$ cat config.mk
export PLATFORM = sky130hd
export DESIGN_NAME = vecIssueQueue
export DESIGN_NICKNAME = d
export VERILOG_FILES = /design/src/vecPkg.sv /design/src/vecIssueQueue.sv
export VERILOG_INCLUDE_DIRS = /design/src
export SDC_FILE = /design/constraint.sdc
export NUM_CORES = 1
export LEC_CHECK = 0
export BUFFER_PORTS_ARGS = -buffer_cell sky130_fd_sc_hd__buf_2
export CORE_ASPECT_RATIO = 0.7
export CORE_UTILIZATION = 50
export CTS_BUF_LIST = sky130_fd_sc_hd__clkbuf_4 sky130_fd_sc_hd__clkbuf_8
export CTS_CLUSTER_SIZE = 12
export DETAILED_ROUTE_END_ITERATION = 16
export GPL_ROUTABILITY_DRIVEN = 1
export PLACE_DENSITY = 0.79
export SETUP_SLACK_MARGIN = 0.5
export SYNTH_ARGS = -nofsm -noshare
export SYNTH_HDL_FRONTEND = slang
export SYNTH_SLANG_ARGS = --single-unit
$ cat constraint.sdc
create_clock -name clk -period 1.9 [get_ports clk]
set_input_delay 0.19 -clock clk [delete_from_list [all_inputs] [get_ports clk]]
set_output_delay 0.19 -clock clk [all_outputs]
set_load 0.01 [all_outputs]
$ cat src/vec_consts.svh
// ======================================
// Vector unit constants
// Lane geometry, register count and the
// depth of the per-port issue queues
// ======================================

`ifndef VEC_CONSTS_SVH
`define VEC_CONSTS_SVH

// Number of lanes in one vector register
`define VEC_LANES 4

// Width of a single lane in bits
`define VEC_LANE_BITS 64

// Vector register count, giving a 3-bit register index
`define VEC_REGS 8

// Entries in each issue queue
`define VEC_QDEPTH 4

`endif

$ cat src/vecPkg.sv
// ======================================
// Vector unit package
// Opcodes, register values and the request
// and result records passed between blocks
// ======================================

`default_nettype none

`include "vec_consts.svh"

package vecPkg;

	// Register index wide enough for every vector register
	typedef logic [$clog2(`VEC_REGS)-1:0] vecRegIdx;

	// Vector opcodes, any code not listed returns zero from the ALU
	typedef enum logic [2:0] {
		vOpNop    = 3'd0,
		vOpV2Bits = 3'd1,
		vOpVex    = 3'd2,
		vOpVsllv  = 3'd3,
		vOpVsrlv  = 3'd4
	} vecOp;

	// One vector register, lane 0 in the low bits
	typedef logic [`VEC_LANES-1:0][`VEC_LANE_BITS-1:0] vecValue;

	// Instruction word as queued by an issue port
	typedef struct packed {
		vecOp                   op;
		// Destination, also the merge source for the gather
		vecRegIdx               rd;
		vecRegIdx               ra;
		vecRegIdx               rb;
		logic [`VEC_LANES-1:0]  mask;
		logic                   zero;
		logic                   spare;
	} vecInstr;

	// Granted instruction tagged with the port it came from
	typedef struct packed {
		vecInstr instr;
		logic    port;
	} vecReq;

	// Completed instruction as seen on the result output
	typedef struct packed {
		logic     port;
		vecRegIdx rd;
		vecValue  value;
	} vecResult;

endpackage

`default_nettype wire

$ cat src/vecIssueQueue.sv
// ======================================
// Issue queue
// Circular FIFO of vector instructions
// for one issue port, with full and
// empty levels
// ======================================

`default_nettype none

`include "vec_consts.svh"

module vecIssueQueue #(
	parameter int DEPTH = `VEC_QDEPTH
) (
	input  logic            clk,
	input  logic            arstN,
	input  logic            push,
	input  vecPkg::vecInstr pushInstr,
	input  logic            pop,
	output vecPkg::vecInstr head,
	output logic            empty,
	output logic            full
);

	localparam int PTR_BITS = (DEPTH > 1) ? $clog2(DEPTH) : 1;
	localparam int CNT_BITS = $clog2(DEPTH + 1);

	vecPkg::vecInstr mem [DEPTH];

	logic [PTR_BITS-1:0] wrPtr;
	logic [PTR_BITS-1:0] rdPtr;
	logic [CNT_BITS-1:0] count;

	// Accepted operations, a push into a full queue is lost
	logic doPush;
	logic doPop;

	assign doPush = push && !full;
	assign doPop  = pop && !empty;

	assign empty = (count == '0);
	assign full  = (count == CNT_BITS'(DEPTH));

	// Pointers wrap explicitly so any depth works, not only powers of two
	always_ff @(posedge clk or negedge arstN) begin
		if (!arstN) begin
			wrPtr <= '0;
			rdPtr <= '0;
			count <= '0;
		end else begin
			if (doPush)
				wrPtr <= (wrPtr == PTR_BITS'(DEPTH - 1)) ? '0 : wrPtr + 1'b1;
			if (doPop)
				rdPtr <= (rdPtr == PTR_BITS'(DEPTH - 1)) ? '0 : rdPtr + 1'b1;
			if (doPush && !doPop)
				count <= count + 1'b1;
			else if (doPop && !doPush)
				count <= count - 1'b1;
		end
	end

	// Storage
	always_ff @(posedge clk) begin
		if (doPush)
			mem[wrPtr] <= pushInstr;
	end

	// Oldest entry, only meaningful while not empty
	assign head = mem[rdPtr];

endmodule

`default_nettype wire

==> key figures <==
Status
  • Status: finished, final reports clean

Final layout
  • Synth-to-Final Area Change: 42.5%
  • Finished Core Util: 74.7%
  • Inserted Diodes: 0
  • Final instance area: 0.00434 mm^2
  • Ratio of cells with drive above 1 in the final layout: 60.3%
  • Nets@finish: 248
  • Layout Cells excl Fill: 299

Die
  • Die width: 95.3 um
  • I/O pin cnt: 42
  • Die area: 0.00641 mm^2
  • Core Area: 0.00581 mm^2
  • Initial Util: 52.4%
  • Row count: 23
  • Chip height: 67.3 um

Clock tree
  • CTS tree: done
  • Clk Latency, worst-skew pair: 0.35 ns
  • Clock Root Buffer: clkbuf_8
  • Htree depth: 3
  • Sink Count: 79
  • Num CTS Buffers: 9
  • Clk slew on worst S/H paths: 0.07 ns
  • Clock Tree Buf Depth: 2

Synthesis
  • Simple-gate portion of the synthesized area: 2.51%
  • Synth warnings: 0
  • Gate Count Post-Synth: 131
  • Post-synth top area share: 71.0%
  • Syn Area/Cell: 23.3 um^2
  • Adder-Cell Fraction of Synth Area: 3.12%
  • Largest family of logic cells by synthesized area: multiplexers
  • Mux share of post-synthesis cell area: 15.0%
  • Cell variety after synth: 21
  • Xor and xnor area share after synthesis: 0.862%
  • Area contributors post-synth: edfxtp_1 (71%), mux4_2 (13%), dfrtp_1 (5.7%), ha_1 (2.5%), mux2_4 (0.99%)
  • Dominant cell type by area after synthesis: edfxtp_1
  • Register bit total from synthesis: 79
  • Sequential-to-total area share from yosys stat: 76.7%
  • Post-synthesis compound-gate area fraction: 0.657%
  • Synth Cell Area: 0.00305 mm^2
  • Syn Nets: 160

Worst hold path
  • Hold WC Path Type: input port to flip-flop
  • Hold path depth: 1
  • Hold path start: pushInstr[10]
  • Hold endpoint: mem[1][10]

Global routing
  • Number of global-route vias before repair: 1,695
  • Largest net degree at the start of global routing: 21
  • First-pass GRT wire length: 9270 um
  • GR Util All Layers: 21.9%
  • Remaining Overflow, GRT: 0
  • Initial antenna violation count: 0

STA
  • Worst-Margin Slew: 0.312 ns
  • Final Hold Fails: 0
  • Tcrit/Tclk final: 99.8%
  • Rel. slew slack: 79.2%
  • Final setup viols: 0
  • Unrepaired setup endpoints after global routing: yes
  • F_max: 527 MHz
  • PnR worst setup slack: 0.00317 ns
  • Slew Limit Fails: 0
  • Clock Skew: 0.00926 ns
  • Total Neg Setup Slack: 0 ns
  • WHS: 0.0570 ns
  • Min Tclk post-route: 1.90 ns

Placement
  • Port bufs: 41
  • Placed insts: 249
  • Placed inst area: 0.00340 mm^2
  • Pre-CTS setup slack: -0.0604 ns
  • GP Congestion: 0.592
  • DPL Wire Length: 3310 um

Critical path
  • Crit. End Element: flip-flop
  • CP Class: flip-flop to flip-flop
  • Worst R2R End: count[2]
  • Reg2Reg Setup Slack: 0.003 ns
  • Critical Path RT: 2.15 ns
  • Critical path arrival: 2.15 ns
  • Reg2reg start: count[2]
  • Cell depth of the worst flop-to-flop path: 7
  • Crit Path Max Fanout: 3
  • CP startpoint kind: flip-flop

Power
  • Leakage: 1.61 nW
  • Overall power: 7.03 mW
  • Power per cell area: 1620 mW/mm^2
  • Maximum vdd drop: 0.875 mV

Routing
  • DRT antenna net count: 0
  • Drt pass-1 iters: 4
  • DR vias: 1,612
  • WL/cell: 21.5 um
  • Number of DRC markers in iteration 0: 130
  • Post-DR vias/cell: 5.39
  • DR DRC count: 0
  • Total Wirelength: 6440 um

Run
  • MaxCap Viol Count: 0
==> power by group <==
part	internal, mW	total (mW)	switching, mW
logic	1.90	3.18	1.29
clock network	0.782	1.33	0.550
registers	2.32	2.52	0.191
==> critical path, stage by stage (launching register included) <==
cell     delay (ns)
dfrtp_2        0.45
o31ai_4        0.33
ha_4           0.19
inv_2          0.04
fa_2           0.33
xor2_1         0.15
nor2_1         0.11
xor2_1         0.21
==> worst max path at each step <==
stage | from | endpoint | slack (ns) | cells past startpoint
2_1_floorplan | count[1] | count[1] | 0.06 | 6
3_3_place_gp | count[1] | count[2] | 0.12 | 7
3_5_place_dp | count[2] | count[2] | -0.06 | 7
4_1_cts | count[0] | count[2] | 0.03 | 7
5_1_grt | count[2] | count[2] | -0.04 | 7
6_report | count[2] | count[2] | 0.003 | 7
==> cell usage after synthesis, drive strengths merged <==
cell type  instances
mux4              18
mux2               4
nor2b              1
fa                 1
nand2              1
nor3               2
nor2               3
buf                4
and2               3
a21o               1
inv                3
xnor2              1
edfxtp            72
o31ai              1
ha                 6
xor2               2
nor3b              1
dfrtp              7
==> cell type report <==
class	instances	area, um^2
timing repair buffer	81	936
inverter	3	11.3
clock inverter	4	72.6
multi-input combinational	45	741
tap	75	93.8
clock buffer	12	146
sequential	79	2340
fill	319	1470
==> sequential cells by signal, indices dropped and copies added, names as in the netlist <==
register  cells
rdPtr         2
count         3
mem          72
wrPtr         2
==> cells in the final DEF (no fill, tap or decap), drive strengths merged, types with 2 or more instances in the layout <==
cell type	instances
buf	79
inv	3
mux4	18
and2	3
nor2	3
bufinv	2
ha	6
mux2	4
edfxtp	72
dfrtp	7
nor3	2
xor2	2
clkbuf	13
==> layer usage <==
layer | track usage [%] | part of all wire [%] | up-vias
li1 | - | - | 713
met1 | 25.6 | 39 | 828
met2 | 36.3 | 53 | 59
met3 | 8.22 | 5.6 | 12
met4 | 10.8 | 2.4 | 0
met5 | 0 | 0 | -
==> cell families (layout without fill, tap and decap cells) <==
kind of cell / count (synthesis) / count (layout)
AOI/OAI and AO/OA: 2 / 2
xor gates and xnor gates: 3 / 3
adders and majority gates: 7 / 7
buffers and inverters: 7 / 100
DFF: 79 / 79
muxes: 22 / 22
and+or+nand+nor: 11 / 11
==> timing repair <==
item | 4_1_cts | 5_1_grt
hold buffers | 1 | 0
hold endpoints to repair | 7 | 0
gates cloned | 4 | 2
buffers inserted | 24 | 3
resized for setup | 34 | 18
endpoints found under the setup margin | 80 | 98
pin swaps | 5 | 5
Note: power is estimated with default switching activity, not from simulation.
