**config.mk**
```make
export PLATFORM = sky130hd
export DESIGN_NAME = vecArbiter
export DESIGN_NICKNAME = d
export VERILOG_FILES = /design/src/vecPkg.sv /design/src/vecArbiter.sv
export VERILOG_INCLUDE_DIRS = /design/src
export SDC_FILE = /design/constraint.sdc
export NUM_CORES = 1
export LEC_CHECK = 0
export BUFFER_PORTS_ARGS = -buffer_cell sky130_fd_sc_hd__buf_2
export CORE_MARGIN = 4
export CORE_UTILIZATION = 27
export CTS_CLUSTER_SIZE = 25
export DETAILED_ROUTE_END_ITERATION = 12
export PLACE_DENSITY = 0.89
export SLEW_MARGIN = 20
export SYNTH_ARGS = -nofsm -noshare
export SYNTH_HDL_FRONTEND = slang
export SYNTH_SLANG_ARGS = --single-unit
```
**constraint.sdc**
```tcl
create_clock -name clk -period 1.9 [get_ports clk]
set_input_delay 0.38 -clock clk [delete_from_list [all_inputs] [get_ports clk]]
set_output_delay 0.38 -clock clk [all_outputs]
set_load 0.02 [all_outputs]
```
**src/vec_consts.svh**
```systemverilog
// ======================================
// Vector unit constants
// Lane geometry, register count and the
// depth of the per-port issue queues
// ======================================

`ifndef VEC_CONSTS_SVH
`define VEC_CONSTS_SVH

// Number of lanes in one vector register
`define VEC_LANES 4

// Width of a single lane in bits
`define VEC_LANE_BITS 64

// Vector register count, giving a 3-bit register index
`define VEC_REGS 8

// Entries in each issue queue
`define VEC_QDEPTH 4

`endif

```
**src/vecPkg.sv**
```systemverilog
// ======================================
// Vector unit package
// Opcodes, register values and the request
// and result records passed between blocks
// ======================================

`default_nettype none

`include "vec_consts.svh"

package vecPkg;

	// Register index wide enough for every vector register
	typedef logic [$clog2(`VEC_REGS)-1:0] vecRegIdx;

	// Vector opcodes, any code not listed returns zero from the ALU
	typedef enum logic [2:0] {
		vOpNop    = 3'd0,
		vOpV2Bits = 3'd1,
		vOpVex    = 3'd2,
		vOpVsllv  = 3'd3,
		vOpVsrlv  = 3'd4
	} vecOp;

	// One vector register, lane 0 in the low bits
	typedef logic [`VEC_LANES-1:0][`VEC_LANE_BITS-1:0] vecValue;

	// Instruction word as queued by an issue port
	typedef struct packed {
		vecOp                   op;
		// Destination, also the merge source for the gather
		vecRegIdx               rd;
		vecRegIdx               ra;
		vecRegIdx               rb;
		logic [`VEC_LANES-1:0]  mask;
		logic                   zero;
		logic                   spare;
	} vecInstr;

	// Granted instruction tagged with the port it came from
	typedef struct packed {
		vecInstr instr;
		logic    port;
	} vecReq;

	// Completed instruction as seen on the result output
	typedef struct packed {
		logic     port;
		vecRegIdx rd;
		vecValue  value;
	} vecResult;

endpackage

`default_nettype wire

```
**src/vecArbiter.sv**
```systemverilog
// ======================================
// Issue arbiter
// Round-robin choice of one issue queue
// per cycle, pops the winner and hands its
// head to the execute pipeline
// ======================================

`default_nettype none

module vecArbiter (
	input  logic            clk,
	input  logic            arstN,
	input  logic [1:0]      empty,
	input  vecPkg::vecInstr head0,
	input  vecPkg::vecInstr head1,
	output logic [1:0]      pop,
	output logic            grantValid,
	output vecPkg::vecReq   grant
);

	// Port that won the most recent grant
	logic lastServed;
	// Port chosen this cycle
	logic pick;

	assign grantValid = !(&empty);

	// With both queues waiting the port not served last goes first,
	// otherwise the only waiting port wins
	always_comb begin
		if (!empty[0] && !empty[1])
			pick = !lastServed;
		else
			pick = empty[0];
	end

	always_comb begin
		pop = 2'b00;
		if (grantValid)
			pop[pick] = 1'b1;
	end

	assign grant.instr = pick ? head1 : head0;
	assign grant.port  = pick;

	// Reset as if port 1 had just been served so port 0 starts
	always_ff @(posedge clk or negedge arstN) begin
		if (!arstN)
			lastServed <= 1'b1;
		else if (grantValid)
			lastServed <= pick;
	end

endmodule

`default_nettype wire

```
==> results of run 1 <==
-- logic make-up after synthesis --
family | after synthesis | synth area share
AO/OA/AOI/OAI | 2 | 0.0640
buffers and inverters | 5 | 0.101
flip-flops | 1 | 0.0707
multiplexers | 18 | 0.727
AND/OR/NAND/NOR | 3 | 0.0370
-- cells in the mapped netlist --
cell	number
a21oi_1	1
buf_4	1
buf_6	2
dfstp_2	1
inv_1	2
mux2_4	18
nand2_1	1
nor2_1	1
nor2b_1	1
o21bai_4	1
-- per-stage QoR --
stage,setup slack [ns],total power [mW],std cells,instance area [sq um]
global placement,0.220,0.269,103,686
CTS,0.200,0.276,103,686
detailed placement,0.200,0.275,103,686
floorplan,0.421,0.193,29,372
finish,0.207,0.272,103,686
global route,0.169,0.289,103,686
-- area by class of cell --
| type | instances | area, sq um | share of cell area |
|---|---|---|---|
| inverters | 2 | 7.51 | 0.0109 |
| multi-input cells | 23 | 308 | 0.449 |
| flip-flops and latches | 1 | 26.3 | 0.0383 |
| well taps | 15 | 18.8 | 0.0274 |
| repair buffers | 62 | 325 | 0.474 |
-- power groups by stage --
stage | registers (mW) | clock network (mW) | logic [mW]
finish | 0.0312 | 0 | 0.241
global route | 0.0322 | 0 | 0.257
CTS | 0.0313 | 0 | 0.244
detailed placement | 0.0312 | 0 | 0.244
global placement | 0.0310 | 0 | 0.238
floorplan | 0.0306 | 0 | 0.162
-- metal layers --
layer	wire length, um	track usage	up-vias
met4	0	0	0
met1	318	0.0957	217
li1	-	-	220
met5	0	0	-
met3	120	0.00797	0
met2	818	0.266	18
-- worst paths after layout --
kind	startpoint	to	cells past startpoint
worst min-delay path	arstN	lastServed	1
worst max register to register	lastServed	lastServed	2
max in group asynchronous	arstN	lastServed	1
worst min register to register	lastServed	lastServed	2
min in group clk	lastServed	lastServed	2
worst max-delay path	empty[1]	grant[3]	5
-- critical path, cell delays in order --
cell and delay (ns):
buf_2 0.13, o21bai_4 0.13, buf_12 0.20, mux2_4 0.31, buf_2 0.16
==> out/qor.yml, run 1 <==
grt:
  antenna_found_initial: 0
  gr-total-overflow: 0
  grt_use_total: 0.111
  grt_pass1_wl_um: 1780
  grt_max_degree: 21
  grt_pass1_vias: 445
floorplanning:
  die_w_um: 45.1
  die-area_sq_mm: 0.00203
  die_h_um: 45.1
  core_area_sq_mm: 0.00130
  start_util: 0.286
  ios: 62
  fp-row-count: 13
timing:
  worstMarginPinSlew_ns: 0.159
  slew-limit-headroom: 0.894
  fin_crit_sh: 0.891
  timing.hold.ws_ns: 0.316
  drv_slew: 0
  finalHoldViolations: 0
  period_needed_ns: 1.69
  setup_viol: 0
  clock.fmax_ghz: 0.591
  fin_skew_ns: 0
  rsz0062_at_grt: "no"
  setup_tns_ns: 0
final_layout:
  diodes: 0
  drive_gt1_frac: 0.932
  areaGrowthSynthToFinish_pct: 84.5
  final_util: 0.527
  top_regs: "lastServed: 1 flops"
  nNetsFinal: 130
  fillerInstances: 138
  top_register: "lastServed"
  largest_register_ffs: 1
  final_common_cell: "buf_2"
  final_cell_mix: "buf_2, mux2_4, inv_1"
synthesis:
  yosysTopAreaCellShare: 0.727
  syn_area_sq_um: 372
  yosys.area.top_type: "mux2_4"
  yosysWarnings: 0
  syn_avg_cell_area_sq_um: 12.8
  synth_seq_cells: 1
  ys_types: 10
  synth.top_cells.by_area: "mux2_4, dfstp_2, buf_6"
  yosysSeqAreaShare: 0.0707
  syn_inst: 29
  syn_nets: 69
detailed_routing:
  routed_wl_um: 1260
  drt_pre_antenna_iters: 2
  via_count: 455
  drc_errors: 0
  routedWlPerCell_um: 12.2
  ant_nets: 0
  vias_per_cell: 4.42
  drt_iter0_drc: 1
cts:
  post_cts_buffers: 0
  clk_latency_ns: 0
  cts_hold_buf: 0
  clk_pin_slew_worst_paths_ns: 0
  post_cts_resized: 0
critical_path:
  start_kind: "primary input"
  required_ns: 1.52
  ff2ff_setup_slack_ns: 1.03
  critPathCaptureType: "primary output"
  arrival_ns: 1.31
  crit_path_max_fanout: 20
  critical_path_class: "in -> out"
power_and_ir_drop:
  swShare: 0.431
  p_sw_uw: 118
  power_leakage_nw: 0.438
  power_density_mw_per_mm2: 397
  power_frac_seq: 0.114
  power_frac_comb: 0.886
  vdd_drop_max_uv: 192
  internal_power_uw: 155
  pwr-share-clk: 0
placed_design:
  io_buffers: 61
  globalplace.congestion: 0.574
run_status:
  status: "completed"
worst_hold_path:
  hold_class: "in -> async"
flow_run:
  cap_viol_max_count: 0
Power figures use the tool's default switching activity.
==> inputs of run 2 (changes only) <==
Settings changed: CORE_MARGIN 4 to 5, CTS_BUF_LIST set to sky130_fd_sc_hd__clkbuf_16, GPL_TIMING_DRIVEN set to 0.
==> run 2 against run 1 <==
  * Wire length rose by 9.2%
  * Sequential share of layout area is 0.055 points lower
  * Utilization is 0.77 points higher
  * Sequential power about the same
  * Combinational power up 2%
  * Largest cell class unchanged
  * Via count down 2.0%
  * Critical endpoint is now grant[16]
  * Register-to-register slack gained 0.02 ns
  * Final area grew 1.5%
  * Cell count up 1.9%
  * Setup slack better by 0.0019 ns
  * Power increased by 1.4%
==> out/qor.yml, run 2 (synthesized netlist as in run 1, its figures left out) <==
grt:
  antenna_found_initial: 0  # unchanged
  grt_use_total: 0.106  # -0.00479
  grt_pass1_vias: 438  # -1.6%
  grt_max_degree: 11  # -48%
  grt_pass1_wl_um: 1800  # +1.1%
  gr-total-overflow: 0  # unchanged
critical_path:
  crit_slowest_cell: "mux2_4"
  reg2reg_from: "lastServed"
  crit_path_max_fanout: 10  # -50%
  worstPathCellList: "buf_2 -> o21bai_4 -> buf_6 -> mux2_4 -> buf_2"
  cp_slowest_stage_delay_ns: 0.31  # about the same
  critPathTopFamily: "buffers and inverters"
  required_ns: 1.52  # about the same
  critical_path.most_common_cell: "buf_2"
  arrival_ns: 1.31  # about the same
  cp_num_buf_inv: 3  # unchanged
  crit_start: "empty[1]"
  start_kind: "primary input"
  critPathCaptureType: "primary output"
  critical_path_class: "in -> out"
detailed_routing:
  drc_errors: 0  # unchanged
  drt_pre_antenna_iters: 1  # -1
  ant_nets: 0  # unchanged
  routed_wl_um: 1370  # +9.2%
  drt_iter0_drc: 0  # -1
  via_count: 446  # -2.0%
  routedWlPerCell_um: 13.1  # +7.1%
  vias_per_cell: 4.25  # -3.8%
worst_hold_path:
  hold_class: "in -> async"
final_layout:
  final_common_cell: "buf_2"
  nNetsFinal: 132  # +1.5%
  fin_cells: 105  # +1.9%
  drive_gt1_frac: 0.933  # +0.00152
  fin_area_sq_um: 696  # +1.5%
  top_regs: "lastServed: 1 flops"
  diodes: 0  # unchanged
  areaGrowthSynthToFinish_pct: 87.2
  final_cell_mix: "buf_2, mux2_4, buf_6, inv_1"
  largest_register_ffs: 1  # unchanged
  top_register: "lastServed"
floorplanning:
  fp-row-count: 13  # unchanged
  die-area_sq_mm: 0.00222  # +9.1%
  ios: 62  # unchanged
  start_util: 0.286  # unchanged
  die_w_um: 47.1  # +4.4%
  core_area_sq_mm: 0.00130  # unchanged
  die_h_um: 47.1  # +4.4%
timing:
  fin_skew_ns: 0  # unchanged
  fin_crit_sh: 0.890  # -0.000981
  worstMarginPinSlew_ns: 0.132  # -0.0262 ns
  setup_ws_ns: 0.209  # +0.00186 ns
  finalHoldViolations: 0  # unchanged
  period_needed_ns: 1.69  # -0.00186 ns
  clock.fmax_ghz: 0.591  # +0.11%
  rsz0062_at_grt: "no"
  drv_slew: 0  # unchanged
  setup_viol: 0  # unchanged
  slew-limit-headroom: 0.912  # +0.0175
  setup_tns_ns: 0  # unchanged
cts:
  cts_hold_buf: 0  # unchanged
  clk_latency_ns: 0  # unchanged
  clk_pin_slew_worst_paths_ns: 0  # unchanged
  post_cts_resized: 0  # unchanged
  post_cts_buffers: 0  # unchanged
run_status:
  status: "completed"
power_and_ir_drop:
  vdd_drop_max_uv: 233  # +22%
  power_leakage_nw: 0.445  # +1.6%
  power_density_mw_per_mm2: 397  # about the same
placed_design:
  pre_cts_slack_ns: 0.201  # +0.00102 ns
  io_buffers: 61  # unchanged
  globalplace.congestion: 0.578  # +0.66%
  dpl_cell_area_sq_um: 696  # +1.5%
  dp.cells: 105  # +1.9%
flow_run:
  cap_viol_max_count: 0  # unchanged
[run 2: cell count changes in the layout (fill, tap and decap cells not counted), sizes merged]
cell	delta
buf	+2
[run 2: layer usage]
metal | GRT usage | wire length (um)
met1 | 0.106 | 374
met2 | 0.238 | 890
met3 | 0.00383 | 108
met4 | 0.00552 | 0
met5 | 0 | 0
[run 2: final timing paths]
path	end	slack (ns)	cells after the start
setup / recovery	grant[16]	0.21	5
hold / removal	lastServed	0.32	1
setup reg to reg	lastServed	1.05	2
hold reg to reg	lastServed	0.48	2
max in group asynchronous	lastServed	1.56	1
min in group clk	lastServed	0.48	2
[run 2: per-stage QoR]
stage,hold slack (ns),power (mW),util
after floorplan,0.232,0.193,-
after global placement,0.315,0.272,0.535
after detailed placement,0.320,0.279,0.535
after CTS,0.320,0.280,0.535
after global routing,0.324,0.293,0.535
final,0.317,0.276,0.535
[run 2: worst register-to-register path: cells and delay by family, from the launching register on]
family | cells | cell delay (ns)
flops | 1 | 0.54
simple gates | 1 | 0.17
compound gates | 1 | 0.06
[run 2: area by class of cell]
| type | instances | area, sq um |
|---|---|---|
| Inverter | 2 | 7.51 |
| Timing Repair Buffer | 61 | 305 |
| Fill cell | 124 | 606 |
| Multi-Input combinational cell | 23 | 308 |
| Buffer | 3 | 30.0 |
| Tap cell | 15 | 18.8 |
| Sequential cell | 1 | 26.3 |
[run 2: report_power, final]
| group | internal (mW) | leakage [nW] | switching, mW |
|---|---|---|---|
| registers | 0.0273 | 0.0105 | 0.00382 |
| logic | 0.130 | 0.435 | 0.115 |
| clock network | 0 | 0 | 0 |
| total | 0.157 | 0.445 | 0.119 |
