[src/vec_consts.svh]
// ======================================
// Vector unit constants
// Lane geometry, register count and the
// depth of the per-port issue queues
// ======================================

`ifndef VEC_CONSTS_SVH
`define VEC_CONSTS_SVH

// Number of lanes in one vector register
`define VEC_LANES 4

// Width of a single lane in bits
`define VEC_LANE_BITS 64

// Vector register count, giving a 3-bit register index
`define VEC_REGS 8

// Entries in each issue queue
`define VEC_QDEPTH 4

`endif

[src/vecPkg.sv]
// ======================================
// Vector unit package
// Opcodes, register values and the request
// and result records passed between blocks
// ======================================

`default_nettype none

`include "vec_consts.svh"

package vecPkg;

	// Register index wide enough for every vector register
	typedef logic [$clog2(`VEC_REGS)-1:0] vecRegIdx;

	// Vector opcodes, any code not listed returns zero from the ALU
	typedef enum logic [2:0] {
		vOpNop    = 3'd0,
		vOpV2Bits = 3'd1,
		vOpVex    = 3'd2,
		vOpVsllv  = 3'd3,
		vOpVsrlv  = 3'd4
	} vecOp;

	// One vector register, lane 0 in the low bits
	typedef logic [`VEC_LANES-1:0][`VEC_LANE_BITS-1:0] vecValue;

	// Instruction word as queued by an issue port
	typedef struct packed {
		vecOp                   op;
		// Destination, also the merge source for the gather
		vecRegIdx               rd;
		vecRegIdx               ra;
		vecRegIdx               rb;
		logic [`VEC_LANES-1:0]  mask;
		logic                   zero;
		logic                   spare;
	} vecInstr;

	// Granted instruction tagged with the port it came from
	typedef struct packed {
		vecInstr instr;
		logic    port;
	} vecReq;

	// Completed instruction as seen on the result output
	typedef struct packed {
		logic     port;
		vecRegIdx rd;
		vecValue  value;
	} vecResult;

endpackage

`default_nettype wire

[src/vecAlu.sv]
// ======================================
// Lane-wise vector ALU
// Mask gather, lane extract and whole-lane
// shifts over a four-lane vector, purely
// combinational
// ======================================

`default_nettype none

`include "vec_consts.svh"

module vecAlu (
	input  vecPkg::vecOp          op,
	input  logic [`VEC_LANES-1:0] mask,
	input  logic                  zero,
	input  vecPkg::vecValue       xa,
	input  vecPkg::vecValue       xb,
	input  vecPkg::vecValue       t,
	output vecPkg::vecValue       res
);

	// Low bits of a shift shift amount that is counted in whole lanes
	localparam int LANE_SHIFT = $clog2(`VEC_LANE_BITS);

	// Bit index used by the gather, taken from lane 0 of xb
	logic [5:0] bitSel;
	// Lane count for the extract and the shifts, from lane 0 of xa
	logic [5:0] laneCnt;
	// Shift distance in bits
	logic [5+LANE_SHIFT:0] shAmt;

	logic [`VEC_LANES-1:0] v2b;
	vecPkg::vecValue shr;
	vecPkg::vecValue shl;

	assign bitSel  = xb[0][5:0];
	assign laneCnt = xa[0][5:0];
	assign shAmt   = {laneCnt, {LANE_SHIFT{1'b0}}};

	// ========================================
	// Mask gather
	// ========================================

	// Each lane contributes one bit, selected lanes give their indexed bit,
	// the rest either clear or keep the matching bit of the old destination
	genvar g;
	generate
		for (g = 0; g < `VEC_LANES; g++) begin : gGather
			always_comb begin
				if (mask[g])
					v2b[g] = xa[g][bitSel];
				else if (zero)
					v2b[g] = 1'b0;
				else
					v2b[g] = t[0][g];
			end
		end
	endgenerate

	// ========================================
	// Whole-lane shifts
	// ========================================

	// Counts of four lanes or more shift everything out and leave zero
	assign shr = xb >> shAmt;
	assign shl = xb << shAmt;

	always_comb begin
		res = '0;
		case (op)
			vecPkg::vOpV2Bits: res[0][`VEC_LANES-1:0] = v2b;
			// Extract keeps only the lane that landed in lane 0
			vecPkg::vOpVex:    res[0] = shr[0];
			vecPkg::vOpVsllv:  res = shl;
			vecPkg::vOpVsrlv:  res = shr;
			default:           res = '0;
		endcase
	end

endmodule

`default_nettype wire

[src/vecExecute.sv]
// ======================================
// Execute pipeline
// Operand read with forwarding, a stage-1
// operand register, the ALU, writeback
// and the registered result output
// ======================================

`default_nettype none

module vecExecute (
	input  logic             clk,
	input  logic             arstN,
	input  logic             grantValid,
	input  vecPkg::vecReq    grant,
	input  vecPkg::vecValue  rdDataA,
	input  vecPkg::vecValue  rdDataB,
	input  vecPkg::vecValue  rdDataT,
	output vecPkg::vecRegIdx rdIdxA,
	output vecPkg::vecRegIdx rdIdxB,
	output vecPkg::vecRegIdx rdIdxT,
	output logic             wrEn,
	output vecPkg::vecRegIdx wrIdx,
	output vecPkg::vecValue  wrData,
	output logic             resultValid,
	output vecPkg::vecResult result,
	output logic             inFlight
);

	// Stage 1 holds the request and its operands while the ALU works
	logic            s1Valid;
	vecPkg::vecReq   s1Req;
	vecPkg::vecValue s1A;
	vecPkg::vecValue s1B;
	vecPkg::vecValue s1T;

	vecPkg::vecValue opA;
	vecPkg::vecValue opB;
	vecPkg::vecValue opT;
	vecPkg::vecValue aluRes;

	// ========================================
	// Operand read
	// ========================================

	assign rdIdxA = grant.instr.ra;
	assign rdIdxB = grant.instr.rb;
	assign rdIdxT = grant.instr.rd;

	// The stage-1 instruction writes only at the end of this cycle,
	// so a matching operand takes its result straight from the ALU
	assign opA = (s1Valid && s1Req.instr.rd == rdIdxA) ? aluRes : rdDataA;
	assign opB = (s1Valid && s1Req.instr.rd == rdIdxB) ? aluRes : rdDataB;
	assign opT = (s1Valid && s1Req.instr.rd == rdIdxT) ? aluRes : rdDataT;

	// ========================================
	// Stage 1 and ALU
	// ========================================

	always_ff @(posedge clk or negedge arstN) begin
		if (!arstN)
			s1Valid <= 1'b0;
		else
			s1Valid <= grantValid;
	end

	always_ff @(posedge clk) begin
		if (grantValid) begin
			s1Req <= grant;
			s1A   <= opA;
			s1B   <= opB;
			s1T   <= opT;
		end
	end

	vecAlu alu_i (
		.op   (s1Req.instr.op),
		.mask (s1Req.instr.mask),
		.zero (s1Req.instr.zero),
		.xa   (s1A),
		.xb   (s1B),
		.t    (s1T),
		.res  (aluRes)
	);

	// Every instruction writes its destination, unknown opcodes write zero
	assign wrEn   = s1Valid;
	assign wrIdx  = s1Req.instr.rd;
	assign wrData = aluRes;

	// ========================================
	// Result output
	// ========================================

	always_ff @(posedge clk or negedge arstN) begin
		if (!arstN)
			resultValid <= 1'b0;
		else
			resultValid <= s1Valid;
	end

	always_ff @(posedge clk) begin
		if (s1Valid) begin
			result.port  <= s1Req.port;
			result.rd    <= s1Req.instr.rd;
			result.value <= aluRes;
		end
	end

	// Counted busy until the result has left the output register
	assign inFlight = s1Valid || resultValid;

endmodule

`default_nettype wire

[config.mk]
export PLATFORM = sky130hd
export DESIGN_NAME = vecExecute
export DESIGN_NICKNAME = d
export VERILOG_FILES = /design/src/vecPkg.sv /design/src/vecAlu.sv /design/src/vecExecute.sv
export VERILOG_INCLUDE_DIRS = /design/src
export SDC_FILE = /design/constraint.sdc
export NUM_CORES = 2
export LEC_CHECK = 0
export BUFFER_PORTS_ARGS = -buffer_cell sky130_fd_sc_hd__clkbuf_2
export CAP_MARGIN = 10
export CORE_AREA = 3 3 516 518
export DETAILED_ROUTE_END_ITERATION = 8
export DIE_AREA = 0 0 519 521
export PLACE_DENSITY_LB_ADDON = 0.15
export SLEW_MARGIN = 5
export SYNTH_ARGS = -nofsm -noshare
export SYNTH_HDL_FRONTEND = slang
export SYNTH_SLANG_ARGS = --single-unit
[constraint.sdc]
create_clock -name clk -period 22.9 [get_ports clk]
set_clock_uncertainty 0.15 [all_clocks]
set_input_delay 0 -clock clk [delete_from_list [all_inputs] [get_ports clk]]
set_output_delay 0 -clock clk [all_outputs]
set_load 0.05 [all_outputs]
==> results.py <==
metrics = {
    "yosys": {
        "synth-xor-area-share": 0.00203,
        "synth.area.mux_share": 0.148,
        "synth-compound-area-share": 0.184,
        "yosysWarnings": 0,
        "synth_edf_count": 788,
        "yosysUniqueCellTypes": 51,
        "synth.top_cell.area_share": 0.549,
        "syn-instance-count": 3611,
        "synth_fp_nets": 4401,
        "async_flop_share": 0.00253,
        "synth_most_common_cell": "edfxtp_1",
        "synthTopCellsByArea": "edfxtp_1 55%, mux2_2 6.8%, mux4_2 5.2%",
        "yosys-top-cells-count": "788 x edfxtp_1, 590 x nand2_1, 259 x mux2_2",
        "synth-simple-area-share": 0.0729,
        "synth_fa_ha_area_frac": 0,
        "synth_flop_cell": "edfxtp_1",
        "seq_area_frac_synth": 0.550,
        "synth_top_family_by_area": "compound AO/OA/AOI/OAI gates",
        "synth_top_cell_by_area": "edfxtp_1",
        "synth_seq_cells": 790,
        "synth_area_um2": 43100,
        "syn-mean-instance-area_um2": 11.9,
    },
    "setup_path": {
        "r2r_start": "s1Req[16]$_DFFE_PP_",
        "crit_family": "buffers and inverters",
        "cpPeakStageDelay_ns": 0.94,
        "cp_cell_sequence": "nor3b_4 -> buf_4 -> buf_4 -> buf_4 -> a22oi_1 -> o22ai_1 -> a21oi_1 -> a211oi_2 -> clkbuf_2",
        "required_ns": 22.75,
        "worstSetupPathType": "register to primary output",
        "cp-end-kind": "primary output",
        "cp_data_arrival_time_ns": 5.06,
        "cp-start-kind": "register",
        "r2r.worst_path.cells": 9,
        "r2r_end": "s1A[165]$_DFFE_PP_",
        "path_common_cell": "buf_4",
        "ff2ff_setup_slack_ns": 18.40,
        "slowest_stage": "a211oi_2",
        "crit_buf_inv": 4,
        "path_max_fanout": 38,
    },
    "timing": {
        "fmax_mhz": 192,
        "setup_viol_count_final": 0,
        "maxSlewViolCount": 0,
        "rsz0062_at_grt": "false",
        "setup_ws_ns": 17.69,
        "worstMarginPinSlew_ns": 1.25,
        "relSlewSlack": 0.170,
        "finalCritPeriodShare": 0.228,
        "min_period_ns": 5.21,
        "hold_violations": 0,
        "fin_tns_setup_ns": 0,
    },
    "worst_hold_path": {
        "hp-class": "input port to register",
        "min-delay-start": "grant[12]",
        "holdPathEnd": "s1A[65]$_DFFE_PP_",
        "hold_path_depth": 5,
    },
    "layout": {
        "drive_gt1_frac": 0.321,
        "fill_cells": 28177,
        "multi_input_area_um2": 17700,
        "nets": 6367,
        "layout.cells.non_filler": 9219,
        "register_area_um2": 23700,
        "area_delta_synth_final_pct": 54.3,
    },
    "run_status": {
        "outcome": "finished, final reports clean",
    },
    "floorplan": {
        "num_rows": 188,
        "io_pins": 1321,
        "coreArea_um2": 262000,
        "fp.dieW_um": 519,
        "die_y_um": 521,
        "die_area_um2": 270000,
        "start_util": 0.164,
    },
    "detailed_routing": {
        "drtIter0Drc": 2953,
        "antenna_left": 0,
        "drt_wl_total_mm": 251,
        "routedWlPerCell_um": 27.2,
        "num_vias": 40586,
        "viasPerCell": 4.40,
        "drc_errors": 0,
        "drtPass1Iterations": 6,
    },
    "placement": {
        "place_congestion": 0.778,
        "dp.cells": 7944,
        "dp_slack_ns": 18.38,
        "dp_hpwl_mm": 181,
        "io_buffers": 1067,
    },
    "global_routing": {
        "grt.total_usage": 0.179,
        "grt_max_degree": 119,
        "grt_first_pass_wirelength_mm": 346,
        "grt_antenna_before_repair": 67,
        "grt-ovfl-total": 0,
        "grt_pass1_vias": 41532,
    },
    "clocking": {
        "path_clk_slew_ns": 0.06,
        "tritoncts": "done",
        "htree_levels": 3,
        "cts_buffers": 109,
        "root_buffer": "clkbuf_16",
        "cts_buffer_depth": 3,
        "cts.sinks": 790,
        "insertion_delay_ns": 0.75,
    },
    "run": {
        "max_cap_violations": 0,
    },
    "power_and_ir_drop": {
        "leakage_nw": 25.4,
        "powerDensity_nw_per_um2": 65.8,
        "vdd_drop_max_uv": 52.7,
    },
}
-- metal layers --
| layer | up-vias | global-route usage | routed length [um] |
|---|---|---|---|
| met1 | 20707 | 0.241 | 114000 |
| met5 | - | 0 | 92 |
| li1 | 17992 | - | - |
| met3 | 309 | 0.0339 | 13700 |
| met2 | 1564 | 0.295 | 117000 |
| met4 | 14 | 0.0423 | 6140 |
-- kinds of logic (layout without fill, tap and decap cells) --
kind of cell,after synthesis,in the layout
compound gates,1107,1107
mux,480,480
xor+xnor,10,10
flops,790,790
other cells,0,38
buf+inv,436,2491
simple gates,788,788
-- registers in the layout, indices dropped and copies added (netlist names) --
| signal | count |
|---|---|
| s1A | 256 |
| s1Req | 9 |
| wrIdx | 3 |
| resultValid | 1 |
| result | 260 |
| wrEn | 1 |
| s1T | 4 |
| s1B | 256 |
-- where the power goes --
group          total (mW)  internal (mW)  leakage, nW  switching, mW
Clock                1.77           1.04         1.72          0.732
Combinational       0.859          0.335         15.7          0.524
Sequential           1.75           1.69         8.00         0.0539
Total                4.37           3.06         25.4           1.31
-- cell usage in the layout, fill, tap and decap left out, types with 64 or more instances in the layout --
master         synthesis  final
a21o_1                64     64
edfxtp_1             788    788
nor2_1               137    134
o21ai_0               86     86
mux2i_1              121    121
a21oi_1              144    144
dlygate4sd3_1          0   1037
o22ai_1              139    139
a22oi_1              206    206
o21ai_1              120    120
o31ai_1              121    121
nand2_1              590    589
buf_4                 20    113
mux2_2               259    259
inv_1                 65     65
mux4_2               100    100
clkbuf_16              0    111
a211o_1               64     64
clkbuf_2               0   1066
-- worst reg2reg max path: stages, from the launching register on --
cell and delay (ns):
edfxtp_1 0.52, nor3b_4 0.29, buf_4 0.41, buf_4 0.61, buf_4 0.63, a22oi_1 0.19
o22ai_1 0.19, a21oi_1 0.10, a211oi_2 0.94, mux2_2 0.33
-- through the flow --
| stage | utilization | hold WS (ns) | instance area (um^2) | power [mW] |
|---|---|---|---|---|
| after detailed placement | 0.200 | -0.354 | 52400 | 2.50 |
| final | 0.254 | 0.0640 | 66500 | 4.37 |
| after global routing | 0.254 | 0.0237 | 66400 | 4.56 |
| after global placement | 0.200 | -0.355 | 52400 | 2.50 |
| after CTS | 0.253 | 0.00637 | 66400 | 4.47 |
| after floorplan | - | -0.446 | 43100 | 2.18 |
-- timing repair --
item / 4_1_cts / 5_1_grt
endpoints found under the setup margin: 0 / 0
hold buffers: 1037 / 0
resized for setup: 0 / 0
buffers inserted: 0 / 0
hold endpoints to repair: 629 / 0
-- cell type report --
type,count,share of cell area
Clock inverter,59,0.0102
Multi-Input combinational cell,2385,0.266
Timing Repair Buffer,2225,0.252
Clock buffer,141,0.0435
Sequential cell,790,0.357
Tap cell,3515,0.0662
Inverter,66,0.00384
Antenna cell,38,0.00143
-- worst max-delay path by stage --
stage	startpoint	endpoint	slack [ns]	depth (start not counted)
after floorplan	wrEn$_DFF_PN0_	s1A[115]$_DFFE_PP_	14.20	5
after global placement	s1Req[16]$_DFFE_PP_	s1A[156]$_DFFE_PP_	18.19	10
after detailed placement	s1B[1]$_DFFE_PP_	wrData[0]	18.38	11
after CTS	s1B[1]$_DFFE_PP_	wrData[0]	17.49	11
after global routing	s1Req[16]$_DFFE_PP_	wrData[165]	17.47	9
final	s1Req[16]$_DFFE_PP_	wrData[165]	17.69	9
No activity file was read; power rests on OpenSTA's default activity.
